===== src/verilog/soc_config.svh =====
`ifndef SOC_CONFIG_SVH
`define SOC_CONFIG_SVH

// Address map of the bus side
// All addresses are CPU byte addresses

// First RAM bank starts here
`define RAM_BASE 32'h0000_2000

// Number of identical RAM banks
`define N_BANKS 4

// 32-bit words held by one bank
`define BANK_WORDS 256

// Bytes per bank and for the whole RAM region
`define BANK_BYTES (`BANK_WORDS * 4)
`define RAM_SIZE (`N_BANKS * `BANK_BYTES)

// Key block with two word registers
// Offset 0 holds the key code, offset 4 the interrupt status
`define KEY_BASE 32'h0001_0000
`define KEY_SIZE 8

// APB slots are the banks plus the key block
// Key block sits in the last slot
`define N_SLOTS (`N_BANKS + 1)
`define KEY_SLOT `N_BANKS

`endif


===== src/verilog/soc_pkg.sv =====
package soc_pkg;

    // Request from the CPU bus port
    // Exactly one enable is high while a request is pending
    typedef struct packed {
        logic [63:0] address;
        logic [63:0] write_data;
        logic        read_enable;
        logic        write_enable;
    } cpu_req_t;

    // Response back to the CPU bus port
    // Done flags are one-cycle pulses
    typedef struct packed {
        logic [63:0] read_data;
        logic        read_done;
        logic        write_done;
        logic        error;
    } cpu_rsp_t;

    // APB request shared by every slot
    // Slot selection travels separately as a one-hot psel vector
    typedef struct packed {
        logic [31:0] paddr;
        logic        pwrite;
        logic        penable;
        logic [31:0] pwdata;
    } apb_req_t;

    // APB response from one slot
    typedef struct packed {
        logic [31:0] prdata;
        logic        pready;
    } apb_rsp_t;

    // Bridge sequencing
    typedef enum logic [1:0] {
        st_idle,
        st_setup,
        st_access,
        st_done
    } bridge_state_e;

endpackage


===== src/verilog/resp_merge.sv =====
`timescale 1ns/10ps
`include "soc_config.svh"

module resp_merge import soc_pkg::*; (
    input  logic                CLOCK_50,
    input  logic                KEY0,
    input  apb_req_t            apb_req,
    input  logic [`N_SLOTS-1:0] psel,
    input  apb_rsp_t            slot_rsp [`N_SLOTS],
    output logic                pready,
    output cpu_rsp_t            cpu_rsp
);

    logic [31:0] merged_rdata;
    logic        merged_ready;
    logic        no_slot;
    logic        xfer;

    // Registered CPU response
    logic [63:0] read_data_q;
    logic        read_done_q;
    logic        write_done_q;
    logic        error_q;

    // OR of the selected slots
    always_comb begin
        merged_rdata = '0;
        merged_ready = 1'b0;
        for (int i = 0; i < `N_SLOTS; i++) begin
            if (psel[i]) begin
                merged_rdata = merged_rdata | slot_rsp[i].prdata;
                merged_ready = merged_ready | slot_rsp[i].pready;
            end
        end
    end

    // Unmapped access finishes at once with an error
    assign no_slot = (psel == '0);
    assign pready  = merged_ready || no_slot;

    // End of an APB transfer
    assign xfer = apb_req.penable && pready;

    always_ff @(posedge CLOCK_50 or negedge KEY0) begin
        if (!KEY0) begin
            read_done_q  <= 1'b0;
            write_done_q <= 1'b0;
            error_q      <= 1'b0;
        end else begin
            // Single-cycle pulses
            read_done_q  <= xfer && !apb_req.pwrite;
            write_done_q <= xfer && apb_req.pwrite;
            error_q      <= xfer && no_slot;
        end
    end

    // Read data is zero for an unmapped read since nothing drives it
    always_ff @(posedge CLOCK_50) begin
        if (xfer && !apb_req.pwrite) begin
            read_data_q <= {32'd0, merged_rdata};
        end
    end

    always_comb begin
        cpu_rsp.read_data  = read_data_q;
        cpu_rsp.read_done  = read_done_q;
        cpu_rsp.write_done = write_done_q;
        cpu_rsp.error      = error_q;
    end

endmodule


===== config.mk =====
export PLATFORM = sky130hd
export DESIGN_NAME = resp_merge
export DESIGN_NICKNAME = d
export VERILOG_FILES = /design/src/verilog/soc_pkg.sv /design/src/verilog/resp_merge.sv
export VERILOG_INCLUDE_DIRS = /design/src /design/src/verilog
export SDC_FILE = /design/constraint.sdc
export NUM_CORES = 1
export LEC_CHECK = 0
export ABC_AREA = 1
export BUFFER_PORTS_ARGS = -buffer_cell sky130_fd_sc_hd__buf_4
export CORE_AREA = 10 10 109 111
export CTS_CLUSTER_DIAMETER = 50
export CTS_CLUSTER_SIZE = 25
export DETAILED_ROUTE_END_ITERATION = 12
export DIE_AREA = 0 0 119 121
export GPL_ROUTABILITY_DRIVEN = 0
export PLACE_DENSITY = 0.66
export SKIP_LAST_GASP = 1
export SLEW_MARGIN = 20
export SYNTH_ARGS = -nofsm -noshare
export SYNTH_HDL_FRONTEND = slang
export SYNTH_SLANG_ARGS = --single-unit
export TNS_END_PERCENT = 10

===== constraint.sdc =====
create_clock -name CLOCK_50 -period 0.8 [get_ports CLOCK_50]
set_input_delay 0.08 -clock CLOCK_50 [delete_from_list [all_inputs] [get_ports CLOCK_50]]
set_output_delay 0.08 -clock CLOCK_50 [all_outputs]
set_load 0.05 [all_outputs]

==> impl_metrics.json <==
{
  "grt_overflow_total": 0,
  "die-height_um": 121,
  "htreeDepth": 2,
  "timing.hold.ws_ps": 53.40,
  "met3_usage_pct": 4.467,
  "yosysWarningCount": 0,
  "instances_no_fill": 681,
  "dp_hpwl_um": 9449,
  "min_path_type": "input port to register",
  "die-area_um2": 14400,
  "portBuffers": 209,
  "cts.reportedPaths.clkPinSlew_ps": 80,
  "crit_family": "flip-flops",
  "rsz0062_at_grt": "true",
  "grt_max_degree": 27,
  "crit_buf_inv": 1,
  "firstDrtPassIters": 6,
  "pin_count": 306,
  "drive_above_1_share_pct": 44.89,
  "top_usage_layer": "met2",
  "worst-path-max-fanout": 1,
  "min-delay-start": "apb_req[33]",
  "antenna_cells": 0,
  "fill_cells": 993,
  "drtIter0Drc": 123,
  "arrival_ps": 890,
  "synth_area_um2": 2490,
  "ir_drop_mv": 0.4569,
  "fmax_mhz": 1026,
  "crit_path_end_kind": "output pin",
  "grt_pass1_vias": 3193,
  "grtUsageMet1_pct": 14.40,
  "root_buffer": "clkbuf_8",
  "crit_type": "register to output pin",
  "slowest_stage": "edfxtp_1",
  "setup_violations": 86,
  "p_leak_nw": 2.260,
  "clock_sinks": 35,
  "cts_buffer_depth": 2,
  "fin_util_pct": 44.89,
  "period_needed_ps": 974.8,
  "violations": "setup timing",
  "hold_viol": 0,
  "startpoint_type": "register",
  "grt_usage_pct": 14.21,
  "fin_nets": 785,
  "die_x_um": 119,
  "synth.distinct_cells": 14,
  "syn_area_per_cell_um2": 7.433,
  "crit_start": "read_data_q[20]",
  "cts_buffers": 5,
  "final_common_cell": "buf_4",
  "ys_seq_area_share_pct": 41.61,
  "dp_cells": 667,
  "drc": 0,
  "setup_slack_ps": -174.8,
  "power_density_nw_per_um2": 1379,
  "status": "finished with violations",
  "initial_core_util_pct": 25.83,
  "cts_tree": "built",
  "syn_to_final_growth_pct": 73.77,
  "synth-seq-cells": 35,
  "grt_pass1_wl_um": 16500,
  "std_cell_rows": 36,
  "routed_via_density": 4.333,
  "met2_usage_pct": 27.63,
  "max_stage_delay_ps": 430,
  "postSynthCellCount": 335,
  "finalPower_mw": 5.965,
  "maxCapViolations": 0,
  "vias": 2951,
  "crit_chain": "buf_6",
  "antenna_left": 0,
  "wl_um": 11330,
  "design.core.area_um2": 9639,
  "critPathRequiredTime_ps": 720,
  "drv_slew": 0,
  "wl_per_cell_um": 16.63,
  "final_cell_mix": "210 x buf_4, 164 x nand2_1",
  "antenna_found_initial": 0,
  "post-route-period-util_pct": 121.8
}
-- logic make-up (layout without fill, tap and decap cells) --
kind of cell / after synthesis / count (layout) / share of synthesized area, %
other cells: 1 / 32 / 0.1506
buf+inv: 59 / 241 / 17.64
flops: 35 / 35 / 41.61
compound gates: 32 / 32 / 6.432
simple gates: 208 / 208 / 34.17
-- timing repair --
item,4_1_cts,5_1_grt
hold endpoints to repair,3,0
pin swaps,5,6
setup endpoints to repair,68,98
cloned,0,2
gates resized for setup,19,4
hold buffers,1,0
buffers inserted,1,2
-- worst paths after layout --
check                          endpoint  slack (ps)  cells past startpoint
max in group asynchronous   read_done_q         570                      2
worst min-delay path       write_done_q          50                      3
worst max-delay path        cpu_rsp[23]        -170                      1
min in group asynchronous       error_q         140                      2
-- cells in the mapped netlist --
cell / n / area (um^2)
a21oi_1: 32 / 160.2
buf_2: 9 / 45.04
buf_4: 37 / 277.8
buf_6: 9 / 101.4
conb_1: 1 / 3.750
dfrtp_1: 3 / 75.07
edfxtp_1: 32 / 960.9
inv_1: 4 / 15.01
nand2_1: 167 / 626.9
nand2_2: 1 / 6.260
nand3_1: 32 / 160.2
nand3_2: 2 / 20.02
nor2_1: 4 / 15.01
nor2_4: 2 / 22.52
-- state kept, by name (all words and copies together), names as in the netlist --
register / flops
write_done_q: 1
read_data_q: 32
error_q: 1
read_done_q: 1
-- per-stage QoR --
step | setup TNS, ps | cell area [um^2] | worst slack [ps]
after floorplan | -26990 | 2634 | -782.5
after global placement | -20660 | 4068 | -424.4
after detailed placement | -21600 | 4068 | -437.6
after CTS | -9636 | 4234 | -216.1
after global routing | -12560 | 4327 | -216.8
final | -8945 | 4327 | -174.8
-- area by class of cell --
cell class | instances | area (um^2) | area share, %
Timing Repair Buffer | 229 | 1858 | 42.94
Multi-Input combinational cell | 272 | 1166 | 26.95
Sequential cell | 35 | 1036 | 23.94
Tap cell | 133 | 166.4 | 3.846
Clock buffer | 6 | 72.57 | 1.677
Inverter | 4 | 15.01 | 0.3470
Clock inverter | 2 | 12.51 | 0.2892
-- report_power, final --
part	switching [mW]	total [mW]	internal, mW
sequential	0.0462	2.21	2.17
combinational	1.46	2.50	1.03
clock	0.645	1.25	0.608
-- tightest hold or removal path, stage by stage --
cell,delay (ps)
buf_4,120
inv_1,50
nor2_1,40
-- layer usage --
metal / part of all wire (%) / wire length (um)
met3: 7.8 / 884
met4: 1.0 / 116
met5: 0 / 0
met1: 38 / 4256
met2: 54 / 6067
Note: power is estimated with default switching activity, not from simulation.
