===== src/verilog/soc_config.svh =====
`ifndef SOC_CONFIG_SVH
`define SOC_CONFIG_SVH

// Address map of the bus side
// All addresses are CPU byte addresses

// First RAM bank starts here
`define RAM_BASE 32'h0000_2000

// Number of identical RAM banks
`define N_BANKS 4

// 32-bit words held by one bank
`define BANK_WORDS 256

// Bytes per bank and for the whole RAM region
`define BANK_BYTES (`BANK_WORDS * 4)
`define RAM_SIZE (`N_BANKS * `BANK_BYTES)

// Key block with two word registers
// Offset 0 holds the key code, offset 4 the interrupt status
`define KEY_BASE 32'h0001_0000
`define KEY_SIZE 8

// APB slots are the banks plus the key block
// Key block sits in the last slot
`define N_SLOTS (`N_BANKS + 1)
`define KEY_SLOT `N_BANKS

`endif


===== src/verilog/soc_pkg.sv =====
package soc_pkg;

    // Request from the CPU bus port
    // Exactly one enable is high while a request is pending
    typedef struct packed {
        logic [63:0] address;
        logic [63:0] write_data;
        logic        read_enable;
        logic        write_enable;
    } cpu_req_t;

    // Response back to the CPU bus port
    // Done flags are one-cycle pulses
    typedef struct packed {
        logic [63:0] read_data;
        logic        read_done;
        logic        write_done;
        logic        error;
    } cpu_rsp_t;

    // APB request shared by every slot
    // Slot selection travels separately as a one-hot psel vector
    typedef struct packed {
        logic [31:0] paddr;
        logic        pwrite;
        logic        penable;
        logic [31:0] pwdata;
    } apb_req_t;

    // APB response from one slot
    typedef struct packed {
        logic [31:0] prdata;
        logic        pready;
    } apb_rsp_t;

    // Bridge sequencing
    typedef enum logic [1:0] {
        st_idle,
        st_setup,
        st_access,
        st_done
    } bridge_state_e;

endpackage


===== src/verilog/bus_bridge.sv =====
`timescale 1ns/10ps
`include "soc_config.svh"

module bus_bridge import soc_pkg::*; (
    input  logic                CLOCK_50,
    input  logic                KEY0,
    input  cpu_req_t            cpu_req,
    output apb_req_t            apb_req,
    output logic [`N_SLOTS-1:0] psel,
    input  logic                pready
);

    // Bank index and word index widths
    localparam int BANK_BITS = $clog2(`N_BANKS);
    localparam int WORD_BITS = $clog2(`BANK_WORDS);

    bridge_state_e state;

    // Latched request
    logic [63:0] addr_q;
    logic [31:0] wdata_q;
    logic        write_q;

    // Decoder results
    logic [63:0]          ram_off;
    logic [63:0]          key_off;
    logic                 ram_hit;
    logic                 key_hit;
    logic [BANK_BITS-1:0] bank_idx;
    logic [`N_SLOTS-1:0]  sel_dec;
    logic [31:0]          slot_addr;

    logic req_seen;

    // New request only counts while idle
    assign req_seen = cpu_req.read_enable || cpu_req.write_enable;

    // Offsets into each region
    assign ram_off = addr_q - 64'(`RAM_BASE);
    assign key_off = addr_q - 64'(`KEY_BASE);

    // Region hits, lower bound checked first so the offset cannot wrap
    assign ram_hit = (addr_q >= 64'(`RAM_BASE)) && (ram_off < 64'(`RAM_SIZE));
    assign key_hit = (addr_q >= 64'(`KEY_BASE)) && (key_off < 64'(`KEY_SIZE));

    // Bank k owns the k-th contiguous slice
    assign bank_idx = ram_off[WORD_BITS+2 +: BANK_BITS];

    // One-hot slot select and slot-relative word address
    always_comb begin
        sel_dec   = '0;
        slot_addr = '0;
        if (ram_hit) begin
            sel_dec[bank_idx] = 1'b1;
            slot_addr         = 32'(ram_off[WORD_BITS+1:2]);
        end else if (key_hit) begin
            sel_dec[`KEY_SLOT] = 1'b1;
            // Word 0 is the code, word 1 the status
            slot_addr          = {31'd0, key_off[2]};
        end
    end

    // Control state
    always_ff @(posedge CLOCK_50 or negedge KEY0) begin
        if (!KEY0) begin
            state   <= st_idle;
            write_q <= 1'b0;
        end else begin
            case (state)
                st_idle: begin
                    if (req_seen) begin
                        write_q <= cpu_req.write_enable;
                        state   <= st_setup;
                    end
                end
                st_setup: begin
                    state <= st_access;
                end
                st_access: begin
                    // Slaves have no wait states but the handshake stays
                    if (pready) begin
                        state <= st_done;
                    end
                end
                st_done: begin
                    // Enables are ignored here while the CPU sees done
                    state <= st_idle;
                end
                default: begin
                    state <= st_idle;
                end
            endcase
        end
    end

    // Request payload
    always_ff @(posedge CLOCK_50) begin
        if (state == st_idle && req_seen) begin
            addr_q  <= cpu_req.address;
            // RAM is 32 bits wide so the upper half is dropped
            wdata_q <= cpu_req.write_data[31:0];
        end
    end

    // APB drive
    // Unmapped addresses still run setup and access with no psel
    always_comb begin
        apb_req.paddr   = slot_addr;
        apb_req.pwrite  = write_q;
        apb_req.penable = (state == st_access);
        apb_req.pwdata  = wdata_q;
        if (state == st_setup || state == st_access) begin
            psel = sel_dec;
        end else begin
            psel = '0;
        end
    end

endmodule


===== config.mk =====
export PLATFORM = sky130hd
export DESIGN_NAME = bus_bridge
export DESIGN_NICKNAME = d
export VERILOG_FILES = /design/src/verilog/soc_pkg.sv /design/src/verilog/bus_bridge.sv
export VERILOG_INCLUDE_DIRS = /design/src /design/src/verilog
export SDC_FILE = /design/constraint.sdc
export NUM_CORES = 1
export LEC_CHECK = 0
export BUFFER_PORTS_ARGS = -buffer_cell sky130_fd_sc_hd__buf_2
export CORE_MARGIN = 4
export CORE_UTILIZATION = 38
export CTS_BUF_LIST = sky130_fd_sc_hd__clkbuf_8
export DETAILED_ROUTE_END_ITERATION = 8
export PLACE_DENSITY = 0.67
export REMOVE_ABC_BUFFERS = 1
export SETUP_SLACK_MARGIN = 0.05
export SKIP_LAST_GASP = 1
export SLEW_MARGIN = 20
export SYNTH_ARGS = -nofsm -noshare
export SYNTH_HDL_FRONTEND = slang
export SYNTH_SLANG_ARGS = --single-unit

===== constraint.sdc =====
create_clock -name CLOCK_50 -period 8 [get_ports CLOCK_50]
set_input_delay 1.2 -clock CLOCK_50 [delete_from_list [all_inputs] [get_ports CLOCK_50]]
set_output_delay 1.2 -clock CLOCK_50 [all_outputs]
set_load 0.03 [all_outputs]

==> out/metrics.yaml <==
outcome: "finished, final reports clean"
synth_edf_count: 94
rows: 39
vias: 3363
netlist_instances: 349
skew_ns: 0.00684
critical_path_class: "register to primary output"
wl_per_cell_um: 18.5
hold_viol_final: 0
n_antenna_cell: 0
drv_slew: 0
drt_iter0_markers: 171
fin_crit_ns: 5.51
cts-root-buf: "clkbuf_8"
yosysUniqueCellTypes: 55
design.core.area_um2: 11500
timing.final.ws_setup_ns: 2.49
pwr-share-seq_pct: 53.0
synth_seq_cells: 97
cts_tree: "built"
switchingPower_w: 0.000597
drc: 0
vias_per_cell: 5.21
cpPeakStageDelay_ns: 0.71
leakage_nw: 2.11
track_usage_pct: 17.8
cp.required_ns: 6.80
synthArstFlopShare_pct: 3.09
grt_pass1_vias: 3315
synth_ff_type: "edfxtp_1"
cts_htree_levels: 3
clk_pin_slew_ns: 0.10
dr.pass1.iters: 4
n_fill_cell: 1066
die-area_um2: 13700
intPower_w: 0.00101
tightest_slew_ns: 0.985
max_slew_margin_pct: 33.7
cp_max_fo: 12
yosys_warnings: 0
holdWs_ns: 0.522
synth-seq-area-share_pct: 64.3
maxCapViolCount: 0
ios: 204
clk_latency_ns: 0.38
p_sw_share_pct: 37.2
avgSynthCellArea_um2: 12.9
nets: 633
portBuffers: 145
endpoint_kind: "primary output"
dp_hpwl_mm: 9.21
cts_hold_buf: 0
drive_gt1_share_pct: 34.9
p_per_area_nw_per_um2: 292
placed_area_um2: 5280
cts_buffer_depth: 2
fmax_mhz: 182
cts_sinks: 97
worst-path-buf-inv: 2
ant_nets: 0
grt_antenna_before_repair: 0
p_comb_share_pct: 26.2
rsz0062_at_grt: "no"
cts_buffers: 9
fin_area_um2: 5500
grt_pass1_wl_mm: 17.9
preCtsSetupSlack_ns: 2.81
hold_path.class: "register to register"
arrival_ns: 4.31
wirelength_mm: 12.0
setup_violations: 0
tns_ns: 0
syn-cell-area_um2: 4510
vdd_drop_max_uv: 169
overflow: 0
fin_crit_sh_pct: 68.8
path_delay_family: "simple AND/OR/NAND/NOR gates"
post_cts_buffers: 0
start_kind: "register"
die_w_um: 117
dieHeight_um: 117
area_growth_syn_to_layout_pct: 21.9
grt_max_degree: 65
path_cells: "or4_1, nor3_4, nand3_2, o31ai_1, o2111ai_1, nor4_1, o211ai_1, buf_4, nor4b_1, buf_2"
clkPwrFrac_pct: 20.8
start_util_pct: 39.1
post_cts_resized: 0
p_total_w: 0.00160
cp_slowest_cell: "or4_1"
gp_congestion: 0.929
==> routing by layer <==
layer  wire [um]  vias up  track usage, %
li1            -     1597               -
met1        4910     1594            22.6
met2        5750      156            27.8
met3        1030       16            6.58
met4         265        0            6.88
met5           0        -               0
==> sequential cells by signal, indices dropped and copies added, names as in the netlist <==
register / flops
state: 2
write_q: 1
wdata_q: 32
addr_q: 62
==> power by group through the flow <==
stage | logic, W | clock network (W) | registers, W
after global placement | 0.000415 | 0 | 0.000859
after global routing | 0.000460 | 0.000369 | 0.000871
after detailed placement | 0.000422 | 0 | 0.000861
final | 0.000420 | 0.000334 | 0.000851
after CTS | 0.000424 | 0.000346 | 0.000852
after floorplan | 0.000199 | 0 | 0.000935
==> path summary, 6_finish.rpt <==
kind	startpoint	cells after the start	endpoint	slack, ns
max in group asynchronous	KEY0	1	state[0]	7.29
hold reg to reg	write_q	1	write_q	0.52
setup reg to reg	state[0]	4	addr_q[42]	5.34
min in group asynchronous	KEY0	1	write_q	0.60
setup / recovery	addr_q[16]	10	psel[2]	2.49
hold / removal	write_q	1	write_q	0.52
==> cell type report <==
cell class / count / area (um^2) / share of cell area, %
clock inverter: 7 / 83.8 / 1.53
timing repair buffer: 148 / 748 / 13.6
inverter: 14 / 52.6 / 0.956
sequential: 97 / 2900 / 52.7
clock buffer: 9 / 124 / 2.25
multi-input combinational: 227 / 1410 / 25.7
tap: 143 / 179 / 3.26
==> cells by family (layout without fill, tap and decap cells) <==
kind of cell	count (synthesis)	after routing	share of synthesized area, %
flops	97	97	64.3
buf+inv	48	178	6.49
xor+xnor	16	16	3.11
other cells	1	24	0.0832
compound gates	31	31	5.08
mux	1	1	0.222
fa+ha+maj	3	3	0.833
simple gates	152	152	19.9
==> layout by cell type (no fill, tap or decap), drive strengths merged, types with 9 or more instances in the layout <==
cell type | netlist | routed
clkbuf | 6 | 9
nor3 | 18 | 18
inv | 14 | 17
nor2 | 28 | 28
conb | 1 | 24
nand2 | 16 | 16
nand3 | 14 | 14
nor4 | 25 | 25
nand4 | 17 | 17
edfxtp | 94 | 94
buf | 28 | 148
xor2 | 9 | 9
==> worst reg2reg max path, stage by stage (launching register included) <==
cell,delay [ns]
dfrtp_1,0.40
inv_1,0.10
ha_1,0.26
nor2b_4,0.72
buf_4,0.77
==> stage by stage <==
stage / instances / utilization [%]
after floorplan: 338 / -
after global placement: 628 / 45.9
after detailed placement: 628 / 45.9
after CTS: 644 / 47.7
after global routing: 645 / 47.7
final: 645 / 47.7
==> cell usage after synthesis (3+ instances only) <==
cell	number	area [um^2]
edfxtp_1	94	2820
nor2_1	28	105
buf_4	25	188
nor4_1	22	138
nand4_1	17	106
nand2_1	16	60.1
nor3_1	16	80.1
inv_1	14	52.6
nand3_1	13	65.1
xor2_1	9	78.8
o21ai_0	8	40.0
xnor2_1	7	61.3
nor4b_1	5	43.8
or4_1	5	37.5
a21oi_1	4	20.0
clkbuf_1	4	15.0
nor2b_1	4	25.0
a211o_1	3	26.3
a311o_1	3	30.0
dfrtp_1	3	75.1
ha_1	3	37.5
Note: power is estimated with default switching activity, not from simulation.
