===== src/verilog/soc_config.svh =====
`ifndef SOC_CONFIG_SVH
`define SOC_CONFIG_SVH

// Address map of the bus side
// All addresses are CPU byte addresses

// First RAM bank starts here
`define RAM_BASE 32'h0000_2000

// Number of identical RAM banks
`define N_BANKS 4

// 32-bit words held by one bank
`define BANK_WORDS 256

// Bytes per bank and for the whole RAM region
`define BANK_BYTES (`BANK_WORDS * 4)
`define RAM_SIZE (`N_BANKS * `BANK_BYTES)

// Key block with two word registers
// Offset 0 holds the key code, offset 4 the interrupt status
`define KEY_BASE 32'h0001_0000
`define KEY_SIZE 8

// APB slots are the banks plus the key block
// Key block sits in the last slot
`define N_SLOTS (`N_BANKS + 1)
`define KEY_SLOT `N_BANKS

`endif


===== src/verilog/soc_pkg.sv =====
package soc_pkg;

    // Request from the CPU bus port
    // Exactly one enable is high while a request is pending
    typedef struct packed {
        logic [63:0] address;
        logic [63:0] write_data;
        logic        read_enable;
        logic        write_enable;
    } cpu_req_t;

    // Response back to the CPU bus port
    // Done flags are one-cycle pulses
    typedef struct packed {
        logic [63:0] read_data;
        logic        read_done;
        logic        write_done;
        logic        error;
    } cpu_rsp_t;

    // APB request shared by every slot
    // Slot selection travels separately as a one-hot psel vector
    typedef struct packed {
        logic [31:0] paddr;
        logic        pwrite;
        logic        penable;
        logic [31:0] pwdata;
    } apb_req_t;

    // APB response from one slot
    typedef struct packed {
        logic [31:0] prdata;
        logic        pready;
    } apb_rsp_t;

    // Bridge sequencing
    typedef enum logic [1:0] {
        st_idle,
        st_setup,
        st_access,
        st_done
    } bridge_state_e;

endpackage


===== src/verilog/key_intc.sv =====
`timescale 1ns/10ps
`include "soc_config.svh"

module key_intc import soc_pkg::*; (
    input  logic       CLOCK_50,
    input  logic       KEY0,
    input  apb_req_t   apb_req,
    input  logic       psel,
    output apb_rsp_t   apb_rsp,
    input  logic       key_valid,
    input  logic [7:0] key_ascii,
    input  logic       interrupt_ack,
    output logic [3:0] interrupt_vector
);

    // Last decoded key
    logic [7:0] key_code;

    // Interrupt still waiting for an ack
    logic pending;

    // Register select from the bridge word offset
    logic status_sel;

    logic read_sel;

    assign pending    = (interrupt_vector != 4'd0);
    assign status_sel = apb_req.paddr[0];
    assign read_sel   = psel && !apb_req.pwrite;

    // Key code capture
    always_ff @(posedge CLOCK_50 or negedge KEY0) begin
        if (!KEY0) begin
            key_code <= 8'd0;
        end else if (key_valid) begin
            key_code <= key_ascii;
        end
    end

    // Interrupt controller
    // Vector 1 is the keyboard line
    // One shot, cleared by the CPU ack
    always_ff @(posedge CLOCK_50 or negedge KEY0) begin
        if (!KEY0) begin
            interrupt_vector <= 4'd0;
        end else begin
            if (interrupt_ack) begin
                // Ack wins over a new key in the same cycle
                interrupt_vector <= 4'd0;
            end else if (key_valid) begin
                interrupt_vector <= 4'd1;
            end
        end
    end

    // APB read side
    // Writes complete normally but change nothing
    always_comb begin
        apb_rsp.pready = psel;
        apb_rsp.prdata = '0;
        if (read_sel) begin
            if (status_sel) begin
                // Offset 4 is the pending bit
                apb_rsp.prdata = {31'd0, pending};
            end else begin
                // Offset 0 is the code, zero-extended
                apb_rsp.prdata = {24'd0, key_code};
            end
        end
    end

endmodule


===== config.mk =====
export PLATFORM = sky130hd
export DESIGN_NAME = key_intc
export DESIGN_NICKNAME = d
export VERILOG_FILES = /design/src/verilog/soc_pkg.sv /design/src/verilog/key_intc.sv
export VERILOG_INCLUDE_DIRS = /design/src /design/src/verilog
export SDC_FILE = /design/constraint.sdc
export NUM_CORES = 1
export LEC_CHECK = 0
export ABC_AREA = 0
export BUFFER_PORTS_ARGS = -buffer_cell sky130_fd_sc_hd__buf_2
export CAP_MARGIN = 20
export CORE_MARGIN = 2
export CORE_UTILIZATION = 27
export CTS_BUF_LIST = sky130_fd_sc_hd__clkbuf_2 sky130_fd_sc_hd__clkbuf_4 sky130_fd_sc_hd__clkbuf_8
export DETAILED_ROUTE_END_ITERATION = 12
export HOLD_SLACK_MARGIN = 0.08
export PLACE_DENSITY = 0.87
export SKIP_CTS_REPAIR_TIMING = 1
export SLEW_MARGIN = 40
export SYNTH_ARGS = -nofsm -noshare
export SYNTH_HDL_FRONTEND = slang
export SYNTH_SLANG_ARGS = --single-unit

===== constraint.sdc =====
create_clock -name CLOCK_50 -period 0.85 [get_ports CLOCK_50]
set_clock_uncertainty 0.05 [all_clocks]
set_input_delay 0.085 -clock CLOCK_50 [delete_from_list [all_inputs] [get_ports CLOCK_50]]
set_output_delay 0.085 -clock CLOCK_50 [all_outputs]
set_load 0.02 [all_outputs]

==> results of run 1 <==
metrics by stage:
step                cell area, sq um  util [%]  total power, mW  hold slack [ns]
global route                   829.5     37.50            1.239          0.01146
CTS                            724.4     32.75            1.144          -0.3846
detailed placement             694.4     31.39           0.7790          -0.1036
global placement               694.4     31.39           0.7700          -0.1112
finish                         829.5     37.50            1.187         0.008674
floorplan                      738.2         -           0.7946          -0.2606
sequential cells by signal, summed over array words and instances, names as in the netlist:
register / cells
interrupt_vector: 1
key_code: 8
placed cells by master (no fill, tap or decap):
cell / count
sky130_fd_sc_hd__buf_4: 5
sky130_fd_sc_hd__mux2_2: 8
sky130_fd_sc_hd__dlygate4sd3_1: 2
sky130_fd_sc_hd__nor3b_4: 1
sky130_fd_sc_hd__and4bb_2: 1
sky130_fd_sc_hd__dfrtp_1: 9
sky130_fd_sc_hd__buf_6: 9
sky130_fd_sc_hd__nor3b_2: 1
sky130_fd_sc_hd__buf_2: 15
sky130_fd_sc_hd__clkbuf_4: 4
sky130_fd_sc_hd__conb_1: 27
sky130_fd_sc_hd__mux2i_1: 1
sky130_fd_sc_hd__and2_4: 6
sky130_fd_sc_hd__nor2_1: 2
cell type report:
| type | count | area (sq um) |
|---|---|---|
| flip-flops and latches | 9 | 225.2 |
| multi-input cells | 47 | 305.3 |
| clock buffers | 4 | 30.03 |
| fillers | 199 | 1383 |
| well taps | 28 | 35.03 |
| repair buffers | 31 | 234.0 |
how the worst max path moves through the flow:
stage                                   start          to  slack [ns]
after global routing      interrupt_vector[0]  apb_rsp[1]       -0.40
after global placement            apb_req[34]  apb_rsp[2]       -0.08
after floorplan           interrupt_vector[0]  apb_rsp[1]       -0.04
final                     interrupt_vector[0]  apb_rsp[1]       -0.30
after detailed placement          apb_req[34]  apb_rsp[8]       -0.16
after CTS                         key_code[0]  apb_rsp[1]       -0.32
layer usage:
metal | vias to the layer above | share of wire (%)
met2 | 51 | 44
met5 | - | 0
met3 | 0 | 18
li1 | 197 | -
met1 | 193 | 39
met4 | 0 | 0
worst max-delay path, cell delays in order (launching register included):
cell and delay [ns]:
sky130_fd_sc_hd__dfrtp_1 0.38, sky130_fd_sc_hd__mux2i_1 0.17, sky130_fd_sc_hd__nor3b_2 0.07, sky130_fd_sc_hd__buf_4 0.15
power breakdown:
group	total, mW	switching (mW)	internal [mW]
clock	0.362	0.149	0.213
sequential	0.494	0.0238	0.470
combinational	0.332	0.197	0.134
total	1.19	0.370	0.817
cells by family after synthesis:
kind of cell           count (synthesis)  share of synthesized area (%)
buffers and inverters                 30                          36.02
and+or+nand+nor                       11                          12.21
muxes                                  9                          15.75
DFF                                    9                          35.43
other                                  1                         0.5900
==> Flow_metrics.wiki, run 1 <==
{| class="wikitable"
! Metric !! Value
|-
| Result of the run || finished with violations
|-
| Violated checks || setup timing
|-
| Average vias per placed instance || 3.706
|-
| CP Data Required Time || 0.71 ns
|-
| Initial antenna violation count || 0
|-
| GR Util All Layers || 7.665%
|-
| HPWL after DPL || 863.9 um
|-
| Count of synthesis-stage warnings from yosys || 0
|-
| CTS H-Tree Depth || 1
|-
| Global-route met2 utilization || 13.96%
|-
| Number of maximum-capacitance violations || 0
|-
| Part of the cycle the worst path needs || 135.6%
|-
| Mapped Area || 635.6 sq um
|-
| Maximum fanout along the worst path || 2
|-
| Largest net degree at the start of global routing || 10
|-
| Cell leakage power || 0.4398 nW
|-
| Mean Syn Cell Area || 10.59 sq um
|-
| Fmax || 0.8673 GHz
|-
| Kind of end point of the critical path || output port
|-
| Crit Path Class || flop to output port
|-
| Pins Over Slew Limit || 0
|-
| Maximum root-to-sink buffer count || 2
|-
| Met1 layer usage reported by global route || 7.979%
|-
| Grt total ovfl || 0
|-
| Number of standard-cell rows in the floorplan || 17
|-
| Final weighted congestion in routability-driven placement || 0.6449
|-
| Async set-or-reset flop fraction in the synthesized netlist || 100.0%
|-
| Number of buffers inserted by port buffering || 24
|-
| Die area || 2758 sq um
|-
| Number of inserted diodes || 0
|-
| Start point of the worst min-delay path || key_ascii[2]
|-
| Clock sink total || 9
|-
| Pwr Density || 1431 nW/um^2
|-
| Hold violation total from the final report || 0
|-
| Worst path setup slack after routing || -0.3029 ns
|-
| RSZ-0062 raised after global routing || yes
|-
| Kind of start point of the critical path || flop
|-
| TNS Setup || -2.046 ns
|-
| Fraction of post-synthesis cell area in the top cell type by area || 35.43%
|-
| Layout cells sized above 1 || 54.95%
|-
| Worst Hold Path EP || key_code[2]
|-
| Final Critical Period || 1.153 ns
|-
| WP data arrival || 1.02 ns
|-
| Number of buffers created by CTS || 3
|-
| Number of global-route vias before repair || 386
|-
| Starting density of the core || 28.73%
|-
| Total wire length || 1179 um
|-
| Final setup vio count || 10
|-
| Hold-critical path depth || 2
|-
| Detailed-route via count || 441
|-
| Violation count after the first detailed-routing iteration || 1
|-
| Number of DRC violations after detailed routing || 0
|-
| Number of synthesized flops with an enable pin || 0
|-
| Sequential fraction of the synthesis area || 35.43%
|-
| Worst reg2reg path endpoint || interrupt_vector[0]
|-
| Core area || 2212 sq um
|-
| Worst-case reg-to-reg path depth || 4
|-
| Min-Delay Path Class || input pin to flop
|-
| Slack of the worst reg-to-reg path || -0.05 ns
|-
| Area added between synthesis and finish || 30.51%
|-
| Detail Route Antenna Nets || 0
|-
| Insertion delay to the later sink of the worst-skew pair || 0.26 ns
|-
| WL/cell || 9.908 um
|-
| Clock edge transition at the registers on the reported setup and hold paths || 0.06 ns
|-
| Ports || 116
|-
| DIE HEIGHT || 52.52 um
|-
| Placed Cells incl. Taps || 112
|-
| Wire length of the first global-routing pass || 1566 um
|-
| Synthesized instance count || 60
|-
| Met3 track demand over resource in global routing || 2.000%
|-
| Most instantiated flip-flop cell in the synthesis netlist || sky130_fd_sc_hd__dfrtp_1
|-
| Layout Nets || 171
|-
| Most used standard cells in the synthesized netlist || sky130_fd_sc_hd__buf_4, sky130_fd_sc_hd__dfrtp_1, sky130_fd_sc_hd__mux2_2
|-
| Largest cells by area after synthesis || sky130_fd_sc_hd__dfrtp_1, sky130_fd_sc_hd__buf_4, sky130_fd_sc_hd__mux2_2
|-
| Final Instance Count excl. Fillers || 119
|-
| Clock root buffer || sky130_fd_sc_hd__clkbuf_4
|-
| Count of TritonRoute iterations in the first routing pass || 2
|-
| Clock tree from TritonCTS || built
|-
| Flops & latches, synth || 9
|-
| Most Used Layer, Global Route || met2
|-
| Worst setup slack before clock tree synthesis || -0.1614 ns
|-
| Most area-hungry cell type in the Yosys netlist || sky130_fd_sc_hd__dfrtp_1
|-
| Count of cell types in the netlist || 11
|-
| Max VDD drop || 0.0008140 V
|-
| Reg-to-Reg Start || interrupt_vector[0]
|-
| Floorplan die width || 52.52 um
|-
| Most instantiated library cell after synthesis || sky130_fd_sc_hd__buf_4
|}
Note: power is estimated with default switching activity, not from simulation.
==> inputs of run 2 (changes only) <==
--- a/config.mk
+++ b/config.mk
@@ -9,12 +9,14 @@
 export ABC_AREA = 0
 export BUFFER_PORTS_ARGS = -buffer_cell sky130_fd_sc_hd__buf_2
 export CAP_MARGIN = 20
+export CORE_ASPECT_RATIO = 0.75
 export CORE_MARGIN = 2
 export CORE_UTILIZATION = 27
 export CTS_BUF_LIST = sky130_fd_sc_hd__clkbuf_2 sky130_fd_sc_hd__clkbuf_4 sky130_fd_sc_hd__clkbuf_8
 export DETAILED_ROUTE_END_ITERATION = 12
+export GPL_TIMING_DRIVEN = 1
 export HOLD_SLACK_MARGIN = 0.08
-export PLACE_DENSITY = 0.87
+export PLACE_DENSITY = 0.94
 export SKIP_CTS_REPAIR_TIMING = 1
 export SLEW_MARGIN = 40
 export SYNTH_ARGS = -nofsm -noshare
==> run 2 against run 1 <==
Against the previous run: the run still ends with setup timing left; worst setup slack lost 0.051 ns; maximum frequency shrank 4.3%; worst hold slack gained 0.0023 ns; global-route usage grew 0.27 points; utilization shrank 1.1 points; non-clock buffer count is the same; via count shrank 2.3%; clock-buffer cell count is the same; critical path type unchanged; largest cell class unchanged; largest power group unchanged; highest routed layer unchanged.
==> Flow_metrics.wiki, run 2 (synthesis gave the netlist of run 1 again) <==
{| class="wikitable"
! Metric !! Value
|-
| Result of the run || finished with violations
|-
| Violated checks || setup timing
|-
| Area added between synthesis and finish || 30.12%
|-
| Count of TritonRoute iterations in the first routing pass || 2
|-
| Clock edge transition at the registers on the reported setup and hold paths || 0.06 ns
|-
| Final Instance Count excl. Fillers || 125
|-
| Violation count after the first detailed-routing iteration || 4
|-
| Clock sink total || 9
|-
| Grt total ovfl || 0
|-
| Top library cells by usage in the layout, fill and taps aside || sky130_fd_sc_hd__conb_1, sky130_fd_sc_hd__buf_2, sky130_fd_sc_hd__dfrtp_1
|-
| Number of standard-cell rows in the floorplan || 15
|-
| CP Data Required Time || 0.71 ns
|-
| Kind of start point of the critical path || flop
|-
| Layout Nets || 171
|-
| DIE HEIGHT || 46.02 um
|-
| Largest net degree at the start of global routing || 10
|-
| Hold-critical path depth || 2
|-
| Insertion delay to the later sink of the worst-skew pair || 0.25 ns
|-
| Flip-flop count of the largest register, all copies and words added || 8
|-
| Detail Route Antenna Nets || 0
|-
| Biggest register || key_code
|-
| Number of buffers created by CTS || 3
|-
| Total wire length || 1176 um
|-
| Final Critical Period || 1.204 ns
|-
| Number of global-route vias before repair || 351
|-
| Starting density of the core || 27.99%
|-
| Cell leakage power || 0.4361 nW
|-
| RSZ-0062 raised after global routing || yes
|-
| Detailed-route via count || 431
|-
| Top cell family by delay on the critical path || flip-flops
|-
| Ports || 116
|-
| Fmax || 0.8304 GHz
|-
| HPWL after DPL || 944.9 um
|-
| Number of buffers inserted by port buffering || 24
|-
| Worst-path cell chain || mux2i_1, nor3b_2, buf_2
|-
| Die area || 2762 sq um
|-
| Maximum root-to-sink buffer count || 2
|-
| Stage delay of the slowest cell on the critical path || 0.38 ns
|-
| Number of maximum-capacitance violations || 0
|-
| Stages on worst setup path || 3
|-
| Clock tree from TritonCTS || built
|-
| Crit Path Class || flop to output port
|-
| Top flop regs || key_code x8, interrupt_vector x1
|-
| Part of the cycle the worst path needs || 141.7%
|-
| Worst Hold Slack || 0.01098 ns
|-
| Most common cell after layout, fill and taps aside || sky130_fd_sc_hd__conb_1
|-
| Number of inserted diodes || 0
|-
| Number of DRC violations after detailed routing || 0
|-
| Kind of end point of the critical path || output port
|-
| Hold violation total from the final report || 0
|-
| Clock root buffer || sky130_fd_sc_hd__clkbuf_4
|-
| Max stage delay cell, worst path || sky130_fd_sc_hd__dfrtp_1
|-
| GR Util All Layers || 7.933%
|-
| Floorplan die width || 60.03 um
|-
| WL/cell || 9.408 um
|-
| Final setup vio count || 10
|-
| Pins Over Slew Limit || 0
|-
| Layout cells sized above 1 || 56.04%
|-
| Worst path setup slack after routing || -0.3542 ns
|-
| Wire length of the first global-routing pass || 1511 um
|-
| CTS H-Tree Depth || 1
|-
| Max VDD drop || 0.0005098 V
|-
| Placed Cells incl. Taps || 118
|-
| Min-Delay Path Class || input pin to flop
|-
| Initial antenna violation count || 0
|-
| Average vias per placed instance || 3.448
|-
| Final weighted congestion in routability-driven placement || 0.6194
|-
| WP data arrival || 1.07 ns
|-
| Worst-case reg-to-reg path depth || 2
|-
| Pwr Density || 1413 nW/um^2
|-
| WP buf/inv || 1
|-
| Maximum fanout along the worst path || 2
|-
| Final Core Density || 36.42%
|-
| Core area || 2271 sq um
|}
[run 2: final cells by class]
cell class / count / area, sq um
tap: 34 / 42.54
clock buffer: 4 / 30.03
timing repair buffer: 31 / 227.7
sequential: 9 / 225.2
fill: 240 / 1444
multi-input combinational: 47 / 301.5
[run 2: worst reg2reg max path: stages, from the launching register on]
cell and delay (ns):
sky130_fd_sc_hd__dfrtp_1 0.38, sky130_fd_sc_hd__buf_4 0.13, sky130_fd_sc_hd__mux2_2 0.25
[run 2: final timing paths]
| path | from | to | slack, ns |
|---|---|---|---|
| worst max-delay path | interrupt_vector[0] | apb_rsp[1] | -0.35 |
| worst min-delay path | key_ascii[5] | key_code[5] | 0.01 |
| worst max register to register | key_code[1] | key_code[1] | -0.06 |
| worst min register to register | key_code[5] | key_code[5] | 0.46 |
| max in group asynchronous | KEY0 | key_code[7] | 0.40 |
| min in group asynchronous | KEY0 | key_code[6] | 0.17 |
[run 2: per-stage QoR]
| step | setup TNS, ns | power [mW] | area, sq um | setup WS (ns) |
|---|---|---|---|---|
| 3_3_place_gp | -0.6273 | 0.7711 | 701.9 | -0.1021 |
| 4_1_cts | -2.057 | 1.134 | 732.0 | -0.3327 |
| 6_report | -1.884 | 1.169 | 827.0 | -0.3542 |
| 5_1_grt | -2.267 | 1.241 | 827.0 | -0.4141 |
| 2_1_floorplan | -0.03798 | 0.7946 | 738.2 | -0.03798 |
| 3_5_place_dp | -0.6684 | 0.7788 | 701.9 | -0.1007 |
[run 2: report_power, final]
group | switching, mW | internal, mW
Clock | 0.140 | 0.212
Combinational | 0.196 | 0.131
Sequential | 0.0201 | 0.470
[run 2: routing by layer]
metal / routed length [um] / up-vias / GRT usage, %
met1: 425 / 200 / 9.170
li1: - / 200 / -
met4: 0 / 0 / 4.000
met5: 0 / - / 0
met2: 620 / 31 / 12.61
met3: 130 / 0 / 3.409
==> inputs of run 3 (changes only) <==
--- a/config.mk
+++ b/config.mk
@@ -16,7 +16,7 @@
 export DETAILED_ROUTE_END_ITERATION = 12
 export GPL_TIMING_DRIVEN = 1
 export HOLD_SLACK_MARGIN = 0.08
-export PLACE_DENSITY = 0.94
+export PLACE_DENSITY = 0.87
 export SKIP_CTS_REPAIR_TIMING = 1
 export SLEW_MARGIN = 40
 export SYNTH_ARGS = -nofsm -noshare
==> run 3 against run 2 <==
Against the previous run: largest cell class unchanged; highest routed layer unchanged; largest power group unchanged; the run still ends with setup timing left; critical path depth is the same; global-route usage is essentially flat; sequential cell count is the same; clock power is essentially flat; critical path type unchanged; sequential power grew 0.8%; worst setup slack gained 0.031 ns; first-iteration DRC count shrank 100%.
==> Flow_metrics.wiki, run 3 (synthesis gave the netlist of run 1 again) <==
{| class="wikitable"
! Metric !! Value
|-
| Total non-filler cell area in the finished layout || 824.5 sq um
|-
| HPWL after DPL || 841.8 um
|-
| Result of the run || finished with violations
|-
| GR Util All Layers || 7.928%
|-
| Worst path setup slack after routing || -0.3231 ns
|-
| Floorplan die width || 60.03 um
|-
| Maximum fanout along the worst path || 2
|-
| Detailed-route via count || 435
|-
| Number of inserted diodes || 0
|-
| Reg power frac || 42.0%
|-
| Biggest register || key_code
|-
| Fmax || 0.8525 GHz
|-
| Worst Hold Slack || 0.01256 ns
|-
| Number of standard-cell rows in the floorplan || 15
|-
| Net switching component of the power || 363.8 uW
|-
| Cell leakage power || 0.4332 nW
|-
| Filler cells || 204
|-
| Violation count after the first detailed-routing iteration || 0
|-
| Clock group share of total power || 30.1%
|-
| Area after detailed placement || 686.9 sq um
|-
| Clock tree from TritonCTS || built
|-
| Crit Path Class || flop to output port
|-
| DIE HEIGHT || 46.02 um
|-
| Ports || 116
|-
| Die area || 2762 sq um
|-
| Detail Route Antenna Nets || 0
|-
| Count of TritonRoute iterations in the first routing pass || 1
|-
| Kind of end point of the critical path || output port
|-
| CP Data Required Time || 0.71 ns
|-
| Worst setup slack before clock tree synthesis || -0.1404 ns
|-
| Clock sink total || 9
|-
| Hold violation total from the final report || 0
|-
| Violated checks || setup timing
|-
| Part of the cycle the worst path needs || 138.0%
|-
| Number of buffers created by CTS || 3
|-
| Clock root buffer || sky130_fd_sc_hd__clkbuf_4
|-
| Maximum root-to-sink buffer count || 2
|-
| Starting density of the core || 27.99%
|-
| Core area || 2271 sq um
|-
| CTS H-Tree Depth || 1
|-
| Max VDD drop || 0.0007419 V
|-
| Average vias per placed instance || 3.537
|-
| Layout Nets || 169
|-
| WL/cell || 9.179 um
|-
| Area added between synthesis and finish || 29.72%
|-
| Insertion delay to the later sink of the worst-skew pair || 0.25 ns
|-
| RSZ-0062 raised after global routing || yes
|-
| Final setup vio count || 10
|-
| Number of maximum-capacitance violations || 0
|-
| Flip-flop count of the largest register, all copies and words added || 8
|-
| Combinational power share || 28.0%
|-
| Number of buffers inserted by port buffering || 24
|-
| TNS Setup || -1.971 ns
|-
| Top library cells by usage in the layout, fill and taps aside || sky130_fd_sc_hd__conb_1, sky130_fd_sc_hd__buf_2, sky130_fd_sc_hd__dfrtp_1
|-
| Clock edge transition at the registers on the reported setup and hold paths || 0.06 ns
|-
| Top flop regs || key_code x8, interrupt_vector x1
|-
| Share of total power consumed by net switching || 30.88%
|-
| Final weighted congestion in routability-driven placement || 0.7706
|-
| Internal Power || 814.2 uW
|-
| Pins Over Slew Limit || 0
|-
| Total wire length || 1129 um
|-
| Largest net degree at the start of global routing || 10
|-
| Initial antenna violation count || 0
|-
| WP data arrival || 1.04 ns
|-
| Wire length of the first global-routing pass || 1614 um
|-
| Most common cell after layout, fill and taps aside || sky130_fd_sc_hd__conb_1
|-
| Grt total ovfl || 0
|-
| Number of global-route vias before repair || 376
|-
| Number of DRC violations after detailed routing || 0
|-
| Pwr Density || 1429 nW/um^2
|-
| Min-Delay Path Class || input pin to flop
|-
| Layout cells sized above 1 || 55.06%
|-
| Kind of start point of the critical path || flop
|-
| Final Critical Period || 1.173 ns
|}
[run 3: cell types whose count changed in the layout (fill, tap and decap cells not counted)]
cell / delta
sky130_fd_sc_hd__nor3b_4: +1
sky130_fd_sc_hd__mux2_2: -1
sky130_fd_sc_hd__nor3b_2: -1
sky130_fd_sc_hd__mux2_4: +1
sky130_fd_sc_hd__buf_4: -1
sky130_fd_sc_hd__buf_2: -1
[run 3: critical path, stage by stage, from the launching register on]
cell and delay [ns]:
sky130_fd_sc_hd__dfrtp_1 0.38, sky130_fd_sc_hd__mux2i_1 0.18, sky130_fd_sc_hd__nor3b_2 0.06, sky130_fd_sc_hd__buf_4 0.15
[run 3: final cells by class]
type | count | area (sq um) | share of cell area [%]
multi-input cells | 47 | 311.5 | 37.78
flip-flops and latches | 9 | 225.2 | 27.31
repair buffers | 29 | 215.2 | 26.10
well taps | 34 | 42.54 | 5.159
clock buffers | 4 | 30.03 | 3.642
[run 3: metal layers]
metal  vias up  track usage, %  wire [um]
li1        197               -          -
met4         0           4.444          0
met2        46           12.61        488
met1       192           9.154        466
met5         -               0          0
met3         0           3.125        174
[run 3: per-stage QoR]
| stage | power [mW] | utilization, % | cells |
|---|---|---|---|
| finish | 1.178 | 36.31 | 123 |
| global route | 1.243 | 36.31 | 123 |
| CTS | 1.122 | 31.57 | 120 |
| detailed placement | 0.7709 | 30.25 | 116 |
| global placement | 0.7641 | 30.25 | 116 |
| floorplan | 0.7946 | - | 86 |
[run 3: power groups by stage]
stage | Sequential [mW] | Clock, mW | Combinational (mW)
after detailed placement | 0.497 | 0 | 0.274
after CTS | 0.491 | 0.356 | 0.275
after global routing | 0.498 | 0.388 | 0.357
final | 0.494 | 0.354 | 0.330
after global placement | 0.497 | 0 | 0.268
after floorplan | 0.490 | 0 | 0.304
[run 3: final timing paths]
kind	start	slack, ns	cells after the start	to
hold reg to reg	key_code[6]	0.47	1	key_code[6]
max in group asynchronous	KEY0	0.41	2	key_code[7]
min in group asynchronous	KEY0	0.16	2	key_code[1]
setup / recovery	interrupt_vector[0]	-0.32	3	apb_rsp[1]
setup reg to reg	key_code[2]	-0.09	2	key_code[2]
hold / removal	key_ascii[1]	0.01	2	key_code[1]
